--- config.mk ---
export PLATFORM = sky130hd
export DESIGN_NAME = smg_display_top
export DESIGN_NICKNAME = d
export VERILOG_FILES = /design/src/smg_pkg.sv /design/src/bin_to_bcd.sv /design/src/smg_control_module.sv /design/src/zero_blank.sv /design/src/seg_encode.sv /design/src/smg_display_top.sv
export SDC_FILE = /design/constraint.sdc
export NUM_CORES = 1
export LEC_CHECK = 0
export BUFFER_PORTS_ARGS = -buffer_cell sky130_fd_sc_hd__buf_2
export CAP_MARGIN = 5
export CORE_UTILIZATION = 23
export DETAILED_ROUTE_END_ITERATION = 7
export PLACE_DENSITY = 0.35
export SYNTH_ARGS = -nofsm -noshare
export SYNTH_HDL_FRONTEND = slang
export SYNTH_SLANG_ARGS = --single-unit
--- constraint.sdc ---
create_clock -name clk -period 3.6 [get_ports clk]
set_clock_uncertainty 0.1 [all_clocks]
set_input_delay 0.72 -clock clk [delete_from_list [all_inputs] [get_ports clk]]
set_output_delay 0.72 -clock clk [all_outputs]
set_load 0.03 [all_outputs]
--- src/smg_pkg.sv ---
`default_nettype none

package smg_pkg;

    ////////////////////
    // Display geometry
    ////////////////////

    // Six display slots, slot 0 is leftmost
    localparam int NUM_DIGITS = 6;

    // Binary input value
    typedef logic [19:0] bin_t;

    // Six BCD nibbles, slot 0 in the top nibble
    typedef logic [4*NUM_DIGITS-1:0] bcd_t;

    // One digit code
    typedef logic [3:0] nibble_t;

    // Slot index, 6 and 7 mean no decimal point
    typedef logic [2:0] slot_t;

    // Active-low segments a..g in bits 0..6, dp in bit 7
    typedef logic [7:0] seg_t;

    // Active-low digit selects, bit k drives slot k
    typedef logic [NUM_DIGITS-1:0] dig_t;

    // Blank flag per slot
    typedef logic [NUM_DIGITS-1:0] mask_t;

    ////////////////////
    // Code constants
    ////////////////////

    // Non-decimal nibble shown as a single dash
    localparam nibble_t DASH_CODE = 4'hA;

    // Largest value that fits on six digits
    localparam bin_t MAX_VALUE = 20'd999_999;

    // Converter FSM
    typedef enum logic [1:0] {
        CNV_IDLE,
        CNV_SHIFT,
        CNV_DONE
    } cnv_state_t;

endpackage

`default_nettype wire

--- src/bin_to_bcd.sv ---
`default_nettype none
`timescale 1ns/10ps

module bin_to_bcd (
    input  wire                 clk,
    input  wire                 rst_n,
    input  wire                 value_valid,
    input  wire smg_pkg::bin_t  value,
    input  wire smg_pkg::slot_t dp_slot,
    output logic                value_ready,
    output smg_pkg::bcd_t       bcd,
    output smg_pkg::slot_t      held_dp_slot,
    output logic                update
);

    localparam int BIN_W = $bits(smg_pkg::bin_t);
    localparam int BCD_W = $bits(smg_pkg::bcd_t);

    smg_pkg::cnv_state_t state;
    logic [4:0]          shift_cnt;

    // Double-dabble working registers
    smg_pkg::bin_t       work_bin;
    smg_pkg::bcd_t       work_bcd;
    smg_pkg::bcd_t       adj_bcd;
    logic                overflow;
    smg_pkg::slot_t      pend_dp;

    assign value_ready = (state == smg_pkg::CNV_IDLE);
    assign update      = (state == smg_pkg::CNV_DONE);

    // Add 3 to every nibble of 5 or more before the shift
    always_comb begin
        for (int i = 0; i < smg_pkg::NUM_DIGITS; i++) begin
            if (work_bcd[4*i +: 4] >= 4'd5)
                adj_bcd[4*i +: 4] = work_bcd[4*i +: 4] + 4'd3;
            else
                adj_bcd[4*i +: 4] = work_bcd[4*i +: 4];
        end
    end

    ////////////////////
    // Control FSM
    ////////////////////

    always_ff @(posedge clk or negedge rst_n) begin
        if (!rst_n) begin
            state        <= smg_pkg::CNV_IDLE;
            shift_cnt    <= '0;
            bcd          <= '0;
            held_dp_slot <= 3'd7;
        end else begin
            case (state)
                smg_pkg::CNV_IDLE: begin
                    if (value_valid) begin
                        state     <= smg_pkg::CNV_SHIFT;
                        shift_cnt <= '0;
                    end
                end
                smg_pkg::CNV_SHIFT: begin
                    shift_cnt <= shift_cnt + 5'd1;
                    // Last shift lands straight in the output register
                    if (shift_cnt == 5'(BIN_W - 1)) begin
                        state <= smg_pkg::CNV_DONE;
                        if (overflow) begin
                            bcd          <= {smg_pkg::NUM_DIGITS{smg_pkg::DASH_CODE}};
                            held_dp_slot <= 3'd7;
                        end else begin
                            bcd          <= {adj_bcd[BCD_W-2:0], work_bin[BIN_W-1]};
                            held_dp_slot <= pend_dp;
                        end
                    end
                end
                default: begin
                    state <= smg_pkg::CNV_IDLE;
                end
            endcase
        end
    end

    ////////////////////
    // Datapath
    ////////////////////

    always_ff @(posedge clk) begin
        if (value_valid && value_ready) begin
            work_bin <= value;
            work_bcd <= '0;
            overflow <= (value > smg_pkg::MAX_VALUE);
            pend_dp  <= dp_slot;
        end else if (state == smg_pkg::CNV_SHIFT) begin
            {work_bcd, work_bin} <= {adj_bcd, work_bin} << 1;
        end
    end

endmodule

`default_nettype wire

--- src/smg_control_module.sv ---
`default_nettype none
`timescale 1ns/10ps

module smg_control_module #(
    parameter int SLOT_CYCLES = 50_000
) (
    input  wire                clk,
    input  wire                rst_n,
    input  wire smg_pkg::bcd_t bcd,
    output smg_pkg::nibble_t   digit,
    output smg_pkg::slot_t     slot
);

    localparam int CNT_W = (SLOT_CYCLES > 1) ? $clog2(SLOT_CYCLES) : 1;
    localparam logic [CNT_W-1:0] LAST_CNT = CNT_W'(SLOT_CYCLES - 1);
    localparam smg_pkg::slot_t LAST_SLOT = 3'(smg_pkg::NUM_DIGITS - 1);

    logic [CNT_W-1:0] count;
    logic             slot_end;
    smg_pkg::slot_t   slot_next;

    ////////////////////
    // Slot timer
    ////////////////////

    assign slot_end = (count == LAST_CNT);

    always_ff @(posedge clk or negedge rst_n) begin
        if (!rst_n)
            count <= '0;
        else if (slot_end)
            count <= '0;
        else
            count <= count + 1'b1;
    end

    ////////////////////
    // Digit scan
    ////////////////////

    // Six-step sequence, wraps from the last slot to slot 0
    always_comb begin
        if (!slot_end)
            slot_next = slot;
        else if (slot == LAST_SLOT)
            slot_next = '0;
        else
            slot_next = slot + 3'd1;
    end

    // digit follows slot_next so both registers name the same slot
    always_ff @(posedge clk or negedge rst_n) begin
        if (!rst_n) begin
            slot  <= '0;
            digit <= '0;
        end else begin
            slot  <= slot_next;
            digit <= bcd[4*(smg_pkg::NUM_DIGITS - 1 - int'(slot_next)) +: 4];
        end
    end

endmodule

`default_nettype wire

--- src/zero_blank.sv ---
`default_nettype none
`timescale 1ns/10ps

module zero_blank (
    input  wire                 clk,
    input  wire                 rst_n,
    input  wire smg_pkg::bcd_t  bcd,
    input  wire smg_pkg::slot_t held_dp_slot,
    input  wire                 update,
    output smg_pkg::mask_t      blank_mask
);

    smg_pkg::mask_t mask_next;
    logic           lead_zero;

    ////////////////////
    // Blank rule
    ////////////////////

    // Walk from the leftmost slot while every digit so far is zero.
    // The last slot and the slot carrying the decimal point stay lit,
    // as does anything to their right.
    always_comb begin
        lead_zero = 1'b1;
        for (int k = 0; k < smg_pkg::NUM_DIGITS; k++) begin
            lead_zero    = lead_zero && (bcd[4*(smg_pkg::NUM_DIGITS - 1 - k) +: 4] == 4'd0);
            mask_next[k] = lead_zero
                           && (k < smg_pkg::NUM_DIGITS - 1)
                           && (k < int'(held_dp_slot));
        end
    end

    ////////////////////
    // Mask register
    ////////////////////

    // Only reloaded when the converter presents a fresh result
    always_ff @(posedge clk or negedge rst_n) begin
        if (!rst_n)
            blank_mask <= '0;
        else if (update)
            blank_mask <= mask_next;
    end

endmodule

`default_nettype wire

--- src/seg_encode.sv ---
`default_nettype none
`timescale 1ns/10ps

module seg_encode (
    input  wire                   clk,
    input  wire                   rst_n,
    input  wire smg_pkg::nibble_t digit,
    input  wire smg_pkg::slot_t   slot,
    input  wire smg_pkg::slot_t   held_dp_slot,
    input  wire smg_pkg::mask_t   blank_mask,
    output smg_pkg::seg_t         seg,
    output smg_pkg::dig_t         dig
);

    logic [6:0]    seg7;
    smg_pkg::seg_t seg_next;
    smg_pkg::dig_t dig_next;

    ////////////////////
    // Segment decode
    ////////////////////

    // Active low, g..a from bit 6 down to bit 0
    always_comb begin
        case (digit)
            4'd0:               seg7 = 7'b100_0000;
            4'd1:               seg7 = 7'b111_1001;
            4'd2:               seg7 = 7'b010_0100;
            4'd3:               seg7 = 7'b011_0000;
            4'd4:               seg7 = 7'b001_1001;
            4'd5:               seg7 = 7'b001_0010;
            4'd6:               seg7 = 7'b000_0010;
            4'd7:               seg7 = 7'b111_1000;
            4'd8:               seg7 = 7'b000_0000;
            4'd9:               seg7 = 7'b001_0000;
            smg_pkg::DASH_CODE: seg7 = 7'b011_1111;
            default:            seg7 = 7'b111_1111;
        endcase
    end

    // Blanked slot turns everything off, dp included
    always_comb begin
        if (blank_mask[slot])
            seg_next = 8'hFF;
        else
            seg_next = {(slot != held_dp_slot), seg7};
    end

    // One low bit for the scanned slot
    assign dig_next = ~(smg_pkg::dig_t'(1) << slot);

    ////////////////////
    // Output registers
    ////////////////////

    always_ff @(posedge clk or negedge rst_n) begin
        if (!rst_n) begin
            seg <= 8'hFF;
            dig <= '1;
        end else begin
            seg <= seg_next;
            dig <= dig_next;
        end
    end

endmodule

`default_nettype wire

--- src/smg_display_top.sv ---
`default_nettype none
`timescale 1ns/10ps

module smg_display_top #(
    parameter int SLOT_CYCLES = 50_000
) (
    input  wire                 clk,
    input  wire                 rst_n,
    input  wire                 value_valid,
    input  wire smg_pkg::bin_t  value,
    input  wire smg_pkg::slot_t dp_slot,
    output logic                value_ready,
    output smg_pkg::seg_t       seg,
    output smg_pkg::dig_t       dig
);

    // Held result from the converter
    smg_pkg::bcd_t    bcd;
    smg_pkg::slot_t   held_dp_slot;
    logic             update;

    // Scan and blank results
    smg_pkg::nibble_t digit;
    smg_pkg::slot_t   slot;
    smg_pkg::mask_t   blank_mask;

    bin_to_bcd bin_to_bcd_i (
        .clk          (clk),
        .rst_n        (rst_n),
        .value_valid  (value_valid),
        .value        (value),
        .dp_slot      (dp_slot),
        .value_ready  (value_ready),
        .bcd          (bcd),
        .held_dp_slot (held_dp_slot),
        .update       (update)
    );

    smg_control_module #(
        .SLOT_CYCLES (SLOT_CYCLES)
    ) smg_control_module_i (
        .clk   (clk),
        .rst_n (rst_n),
        .bcd   (bcd),
        .digit (digit),
        .slot  (slot)
    );

    zero_blank zero_blank_i (
        .clk          (clk),
        .rst_n        (rst_n),
        .bcd          (bcd),
        .held_dp_slot (held_dp_slot),
        .update       (update),
        .blank_mask   (blank_mask)
    );

    seg_encode seg_encode_i (
        .clk          (clk),
        .rst_n        (rst_n),
        .digit        (digit),
        .slot         (slot),
        .held_dp_slot (held_dp_slot),
        .blank_mask   (blank_mask),
        .seg          (seg),
        .dig          (dig)
    );

endmodule

`default_nettype wire

==> impl_metrics.env, run 1 <==
export IMPL_grt_first_pass_wirelength_um=23700
export IMPL_synth_common_cells="106 x nand2_1, 68 x o21ai_0, 60 x nor2_1"
export IMPL_ys_seq_area_share_pct=52.9
export IMPL_initial_utilization_pct=23.4
export IMPL_synth_top_area_share_pct=25.0
export IMPL_cts_root_buffer="clkbuf_16"
export IMPL_worst_r2r_cell_count=11
export IMPL_cts_resized=0
export IMPL_status="completed"
export IMPL_core_mm2=0.0252
export IMPL_drv_slew=0
export IMPL_clk_pin_slew_ns=0.06
export IMPL_crit_fanout=6
export IMPL_syn_nets=665
export IMPL_cts_buffers=17
export IMPL_dr_pass1_iters=4
export IMPL_syn_inst=618
export IMPL_crit_chain="ha_1, and3_1, and4_1, a21boi_2, or2_2, ha_1, or2_0, nor2_1, o21ai_0, o311ai_0, o32ai_1"
export IMPL_final_antenna_net_count=0
export IMPL_avgSynthCellArea_um2=9.55
export IMPL_startpoint_type="flop"
export IMPL_drcViolationCount=0
export IMPL_p_int_w=0.00343
export IMPL_num_rows=58
export IMPL_hold_viol=0
export IMPL_die_area_mm2=0.0263
export IMPL_cp_end_kind="flop"
export IMPL_clock_fmax_mhz=318
export IMPL_cts_setup_buffers=0
export IMPL_grt_pass1_vias=4477
export IMPL_fin_util_pct=27.9
export IMPL_fin_total_pwr_w=0.00531
export IMPL_maxCapViolCount=0
export IMPL_routedWlPerCell_um=13.9
export IMPL_reg2reg_slack_ns=0.45
export IMPL_yosysMostFrequentCell="nand2_1"
export IMPL_r2r_end="smg_control_module_i.digit[0]"
export IMPL_p_sw_share_pct=35.3
export IMPL_overflow=0
export IMPL_drt_total_wl_um=14000
export IMPL_criticalPathCategory="reg2reg"
export IMPL_die_w_um=162
export IMPL_sequentialPowerShare_pct=42.8
export IMPL_numClockSinks=124
export IMPL_multi_input_area_mm2=0.00260
export IMPL_drt_met1_wl_um=7080
export IMPL_synthTopCellsByArea="dfrtp_1 25%, edfxtp_1 12%, dfxtp_1 8.1%, dfstp_2 7.6%, nand2_1 6.7%"
export IMPL_synthArstFlopShare_pct=61.3
export IMPL_vias=4458
export IMPL_ff_latch_area_mm2=0.00312
export IMPL_areaGrowthSynthToFinish_pct=19.1
export IMPL_p_clk_share_pct=29.9
export IMPL_p_per_area_mw_per_mm2=756
export IMPL_rsz0062_at_grt="false"
export IMPL_fin_crit_sh_pct=87.4
export IMPL_top_layer_used="met4"
export IMPL_grt_max_degree=77
export IMPL_ys_ff_latch=124
export IMPL_power_frac_comb_pct=27.3
export IMPL_insertion_delay_ns=0.42
export IMPL_route_met2_wl_um=6350
export IMPL_crit_required_ns=3.80
export IMPL_io_pins=41
export IMPL_fp_dieH_um=162
export IMPL_finalCriticalPeriod_ns=3.15
export IMPL_drt_iter0_markers=283
export IMPL_relSlewSlack_pct=34.0
export IMPL_setup_viol_count_final=0
export IMPL_cellLeakagePower_nw=2.94
export IMPL_reg2reg_from="smg_control_module_i.count[0]"
export IMPL_fin_setup_tns_ns=0
export IMPL_cpMaxStageDelayCell="dfrtp_1"
export IMPL_nNetsFinal=707
export IMPL_cts_hold_buf=0
export IMPL_crit_path_start="smg_control_module_i.count[0]"
export IMPL_grtUsageTotal_pct=11.6
export IMPL_cts_tree="yes"
export IMPL_synth_top_flop_cell="dfrtp_1"
export IMPL_critPathArrivalTime_ns=3.35
export IMPL_synth_cell_types=50
export IMPL_yosys_area_top_type="dfrtp_1"
export IMPL_min_path_type="in2async"
export IMPL_clock_path_buffers=2
export IMPL_place_hpwl_um=9730
export IMPL_path_common_cell="ha_1"
export IMPL_final_fill_count=2652
export IMPL_gp_congestion=0.753
export IMPL_grt_antenna_before_repair=0
export IMPL_diodes=0
export IMPL_syn_area_mm2=0.00590
export IMPL_htree_num_levels=4
export IMPL_cp_top_family="simple AND/OR/NAND/NOR gates"
export IMPL_wl_met3_um=413
export IMPL_viasPerCell=4.44
export IMPL_vdd_drop_max_v=0.000250
export IMPL_port_buffers=40
export IMPL_yosysWarnings=0
export IMPL_synth_edf_count=24
export IMPL_tightestPinTransition_ns=0.990
export IMPL_slowest_delay_ns=0.39
export IMPL_drive_above_1_share_pct=16.3
export IMPL_crit_buf_inv=0
export IMPL_p_sw_w=0.00188
[area by class of cell]
cell class              instances  share of cell area (%)
multi-input cells             448                    37.0
repair buffers                 47                    3.63
flip-flops and latches        124                    44.5
clock buffers                  19                    6.46
well taps                     330                    5.88
clock inverters                13                    1.35
inverters                      22                    1.18
[worst max-delay path by stage]
stage | end | slack (ns) | cells after the start
6_report | smg_control_module_i.digit[0] | 0.45 | 11
5_1_grt | smg_control_module_i.digit[0] | 0.17 | 11
4_1_cts | smg_control_module_i.digit[0] | 0.36 | 11
3_5_place_dp | smg_control_module_i.digit[0] | 0.38 | 11
3_3_place_gp | smg_control_module_i.digit[3] | 0.65 | 11
2_1_floorplan | smg_control_module_i.digit[3] | 0.79 | 12
[layout by cell type, fill, tap and decap left out, types with 3 or more instances in the layout]
cell,instances
dfxtp_1,24
dfrtp_1,59
mux2i_1,7
xnor2_1,13
nor3b_1,4
nand3_1,26
o32ai_1,3
nand2_1,106
mux2_2,5
o311ai_0,6
clkinv_4,7
or3_1,7
nand3b_1,3
xor2_1,10
nor2_1,60
buf_2,39
o31ai_1,4
nand4_1,7
buf_4,8
inv_1,21
clkinv_2,4
a21oi_1,30
dfstp_2,17
and2_1,3
clkbuf_16,18
nor4_1,6
o21ai_0,68
and3_1,5
ha_1,21
nor3_1,11
edfxtp_1,24
nand2b_1,19
[logic make-up (layout without fill, tap and decap cells)]
family	count (synthesis)	count (layout)	share of synthesized area [%]
AOI/OAI and AO/OA	121	121	11.5
xor gates and xnor gates	24	24	3.88
adders and majority gates	21	21	4.45
buffers and inverters	46	101	3.07
DFF	124	124	52.9
muxes	14	14	2.90
and+or+nand+nor	268	268	21.2
[power by group through the flow]
| stage | clock (W) | combinational, W | sequential [W] |
|---|---|---|---|
| floorplan | 0 | 0.00107 | 0.00223 |
| global placement | 0 | 0.00144 | 0.00229 |
| detailed placement | 0 | 0.00147 | 0.00230 |
| CTS | 0.00164 | 0.00148 | 0.00227 |
| global route | 0.00170 | 0.00169 | 0.00235 |
| finish | 0.00159 | 0.00145 | 0.00227 |
[state kept, by name, summed over array words and instances (netlist names)]
register                    flops
smg_control_module_i.slot       3
smg_control_module_i.count     16
bin_to_bcd_i.state              2
bin_to_bcd_i.shift_cnt          5
bin_to_bcd_i.work_bin          20
bin_to_bcd_i.pend_dp            3
bin_to_bcd_i.held_dp_slot       3
seg_encode_i.seg                8
bin_to_bcd_i.bcd               24
zero_blank_i.blank_mask         5
bin_to_bcd_i.overflow           1
bin_to_bcd_i.work_bcd          24
seg_encode_i.dig                6
smg_control_module_i.digit      4
[worst reg2reg max path, delay by kind of cell, from the launching register on]
kind	cells	cell delay, ns
compound gates	4	0.75
flops	1	0.39
simple gates	5	1.17
fa+ha+maj	2	0.60
[per-stage QoR]
| stage | instance area, um^2 | instances | setup slack (ns) | hold WS, ns |
|---|---|---|---|---|
| after global placement | 6470 | 971 | 0.651 | 0.359 |
| after global routing | 7030 | 1003 | 0.165 | 0.367 |
| after CTS | 7020 | 1003 | 0.357 | 0.358 |
| after detailed placement | 6470 | 971 | 0.380 | 0.364 |
| after floorplan | 5900 | 618 | 0.785 | 0.324 |
| final | 7030 | 1003 | 0.454 | 0.349 |
[routing by layer]
layer  global-route usage (%)  up-vias
met4                     4.67        0
met2                     17.6       61
met5                        0        -
met1                     15.9     2159
met3                     2.71        8
li1                         -     2230
Note: power is estimated with default switching activity, not from simulation.
==> run 2: changes to the inputs <==
--- a/config.mk
+++ b/config.mk
@@ -10,6 +10,7 @@
 export CORE_UTILIZATION = 23
 export DETAILED_ROUTE_END_ITERATION = 7
 export PLACE_DENSITY = 0.35
+export SLEW_MARGIN = 20
 export SYNTH_ARGS = -nofsm -noshare
 export SYNTH_HDL_FRONTEND = slang
 export SYNTH_SLANG_ARGS = --single-unit
==> constraint.sdc (replaced) <==
create_clock -name clk -period 3.6 [get_ports clk]
set_clock_uncertainty 0.1 [all_clocks]
set_input_delay 0.36 -clock clk [delete_from_list [all_inputs] [get_ports clk]]
set_output_delay 0.36 -clock clk [all_outputs]
set_load 0.03 [all_outputs]
==> impl_metrics.env, run 2 (synthesis results as in run 1) <==
export IMPL_drcViolationCount=0
export IMPL_core_mm2=0.0252
export IMPL_reg2reg_slack_ns=0.48
export IMPL_htree_num_levels=4
export IMPL_reg2reg_from="smg_control_module_i.count[0]"
export IMPL_clk_pin_slew_ns=0.06
export IMPL_grt_antenna_before_repair=0
export IMPL_criticalPathCategory="reg2reg"
export IMPL_rsz0062_at_grt="false"
export IMPL_final_antenna_net_count=0
export IMPL_crit_required_ns=3.81
export IMPL_ff_latch_area_mm2=0.00312
export IMPL_worstHoldStart="dp_slot[1]"
export IMPL_insertion_delay_ns=0.41
export IMPL_final_fill_count=2633
export IMPL_cts_tree="yes"
export IMPL_startpoint_type="flop"
export IMPL_fp_dieH_um=162
export IMPL_reg_top3="bin_to_bcd_i.bcd: 24 flops, bin_to_bcd_i.work_bcd: 24 flops, bin_to_bcd_i.work_bin: 20 flops"
export IMPL_finalCriticalPeriod_ns=3.12
export IMPL_status="completed"
export IMPL_clock_fmax_mhz=320
export IMPL_setup_viol_count_final=0
export IMPL_route_met2_wl_um=6520
export IMPL_grt_first_pass_wirelength_um=22800
export IMPL_place_hpwl_um=9830
export IMPL_crit_fanout=6
export IMPL_multi_input_area_mm2=0.00260
export IMPL_io_pins=41
export IMPL_hold_depth=1
export IMPL_wl_met3_um=348
export IMPL_p_per_area_mw_per_mm2=775
export IMPL_initial_utilization_pct=23.4
export IMPL_cts_setup_buffers=0
export IMPL_cellLeakagePower_nw=2.98
export IMPL_fin_total_pwr_w=0.00554
export IMPL_fin_crit_sh_pct=86.7
export IMPL_most_common_layout_cells="106 x nand2_1, 68 x o21ai_0, 60 x nor2_1, 59 x dfrtp_1, 39 x buf_2"
export IMPL_drive_above_1_share_pct=16.1
export IMPL_hold_end="bin_to_bcd_i.pend_dp[1]"
export IMPL_tightestPinTransition_ns=0.925
export IMPL_clock_path_buffers=2
export IMPL_fin_setup_tns_ns=0
export IMPL_grt_max_degree=77
export IMPL_maxCapViolCount=0
export IMPL_vias=4462
export IMPL_overflow=0
export IMPL_diodes=0
export IMPL_fin_util_pct=28.4
export IMPL_hold_viol=0
export IMPL_areaGrowthSynthToFinish_pct=21.1
export IMPL_cts_buffers=17
export IMPL_final_common_cell="nand2_1"
export IMPL_min_path_type="in2reg"
export IMPL_num_rows=58
export IMPL_drt_iter0_markers=206
export IMPL_port_buffers=40
export IMPL_numClockSinks=124
export IMPL_gp_congestion=0.748
export IMPL_grt_pass1_vias=4360
export IMPL_die_w_um=162
export IMPL_worst_hold_slack_ns=0.0246
export IMPL_grtUsageTotal_pct=11.2
export IMPL_r2r_end="smg_control_module_i.digit[0]"
export IMPL_nNetsFinal=710
export IMPL_drv_slew=0
export IMPL_drt_met1_wl_um=6770
export IMPL_die_area_mm2=0.0263
export IMPL_critPathArrivalTime_ns=3.33
export IMPL_drt_total_wl_um=13800
export IMPL_vdd_drop_max_v=0.000242
export IMPL_cp_end_kind="flop"
export IMPL_dr_pass1_iters=4
export IMPL_relSlewSlack_pct=38.1
export IMPL_routedWlPerCell_um=13.7
export IMPL_top_layer_used="met4"
export IMPL_cts_root_buffer="clkbuf_16"
export IMPL_viasPerCell=4.44
export IMPL_worst_r2r_cell_count=11
run 2: worst max path at each step:
stage                                        startpoint                             to  slack [ns]  cells after the start
after global placement    smg_control_module_i.count[0]  smg_control_module_i.digit[3]        0.65                     11
after CTS                 smg_control_module_i.count[0]  smg_control_module_i.digit[0]        0.38                     11
after detailed placement  smg_control_module_i.count[0]  smg_control_module_i.digit[0]        0.40                     11
after global routing      smg_control_module_i.count[0]  smg_control_module_i.digit[3]        0.17                     11
final                     smg_control_module_i.count[0]  smg_control_module_i.digit[0]        0.48                     11
after floorplan           smg_control_module_i.count[0]  smg_control_module_i.digit[3]        0.79                     12
run 2: area by class of cell:
class	count	area share (%)
flip-flops and latches	124	43.7
inverters	22	1.16
clock inverters	14	2.71
clock buffers	18	6.00
multi-input cells	448	36.4
repair buffers	50	4.24
well taps	330	5.78
run 2: repair_timing:
action                                  CTS  global route
endpoints found under the hold margin     0            17
hold buffers                              0             2
resized for setup                         0             1
endpoints found under the setup margin    0             3
run 2: power by group:
part | leakage (nW) | internal [W] | switching (W)
clock network | 0.291 | 0.00116 | 0.000650
registers | 1.36 | 0.00194 | 0.000336
logic | 1.32 | 0.000578 | 0.000878
run 2: through the flow:
step,cells,cell area (um^2),setup slack (ns)
2_1_floorplan,618,5900,0.785
3_3_place_gp,971,6470,0.653
3_5_place_dp,971,6470,0.395
4_1_cts,1003,7090,0.384
5_1_grt,1006,7150,0.170
6_report,1006,7150,0.479
run 2: routing by layer:
metal  vias up  global-route usage (%)
met5         -                       0
met4         0                    4.46
met3        11                    2.40
met2        58                    18.1
met1      2162                    14.6
li1       2231                       -
run 2: worst max-delay path, stage by stage (launching register included):
cell      delay [ns]
dfrtp_1         0.38
ha_1            0.21
and3_1          0.25
and4_1          0.26
a21boi_2        0.09
or2_2           0.32
ha_1            0.39
or2_0           0.29
nor2_1          0.06
o21ai_0         0.18
o311ai_0        0.18
o32ai_1         0.30
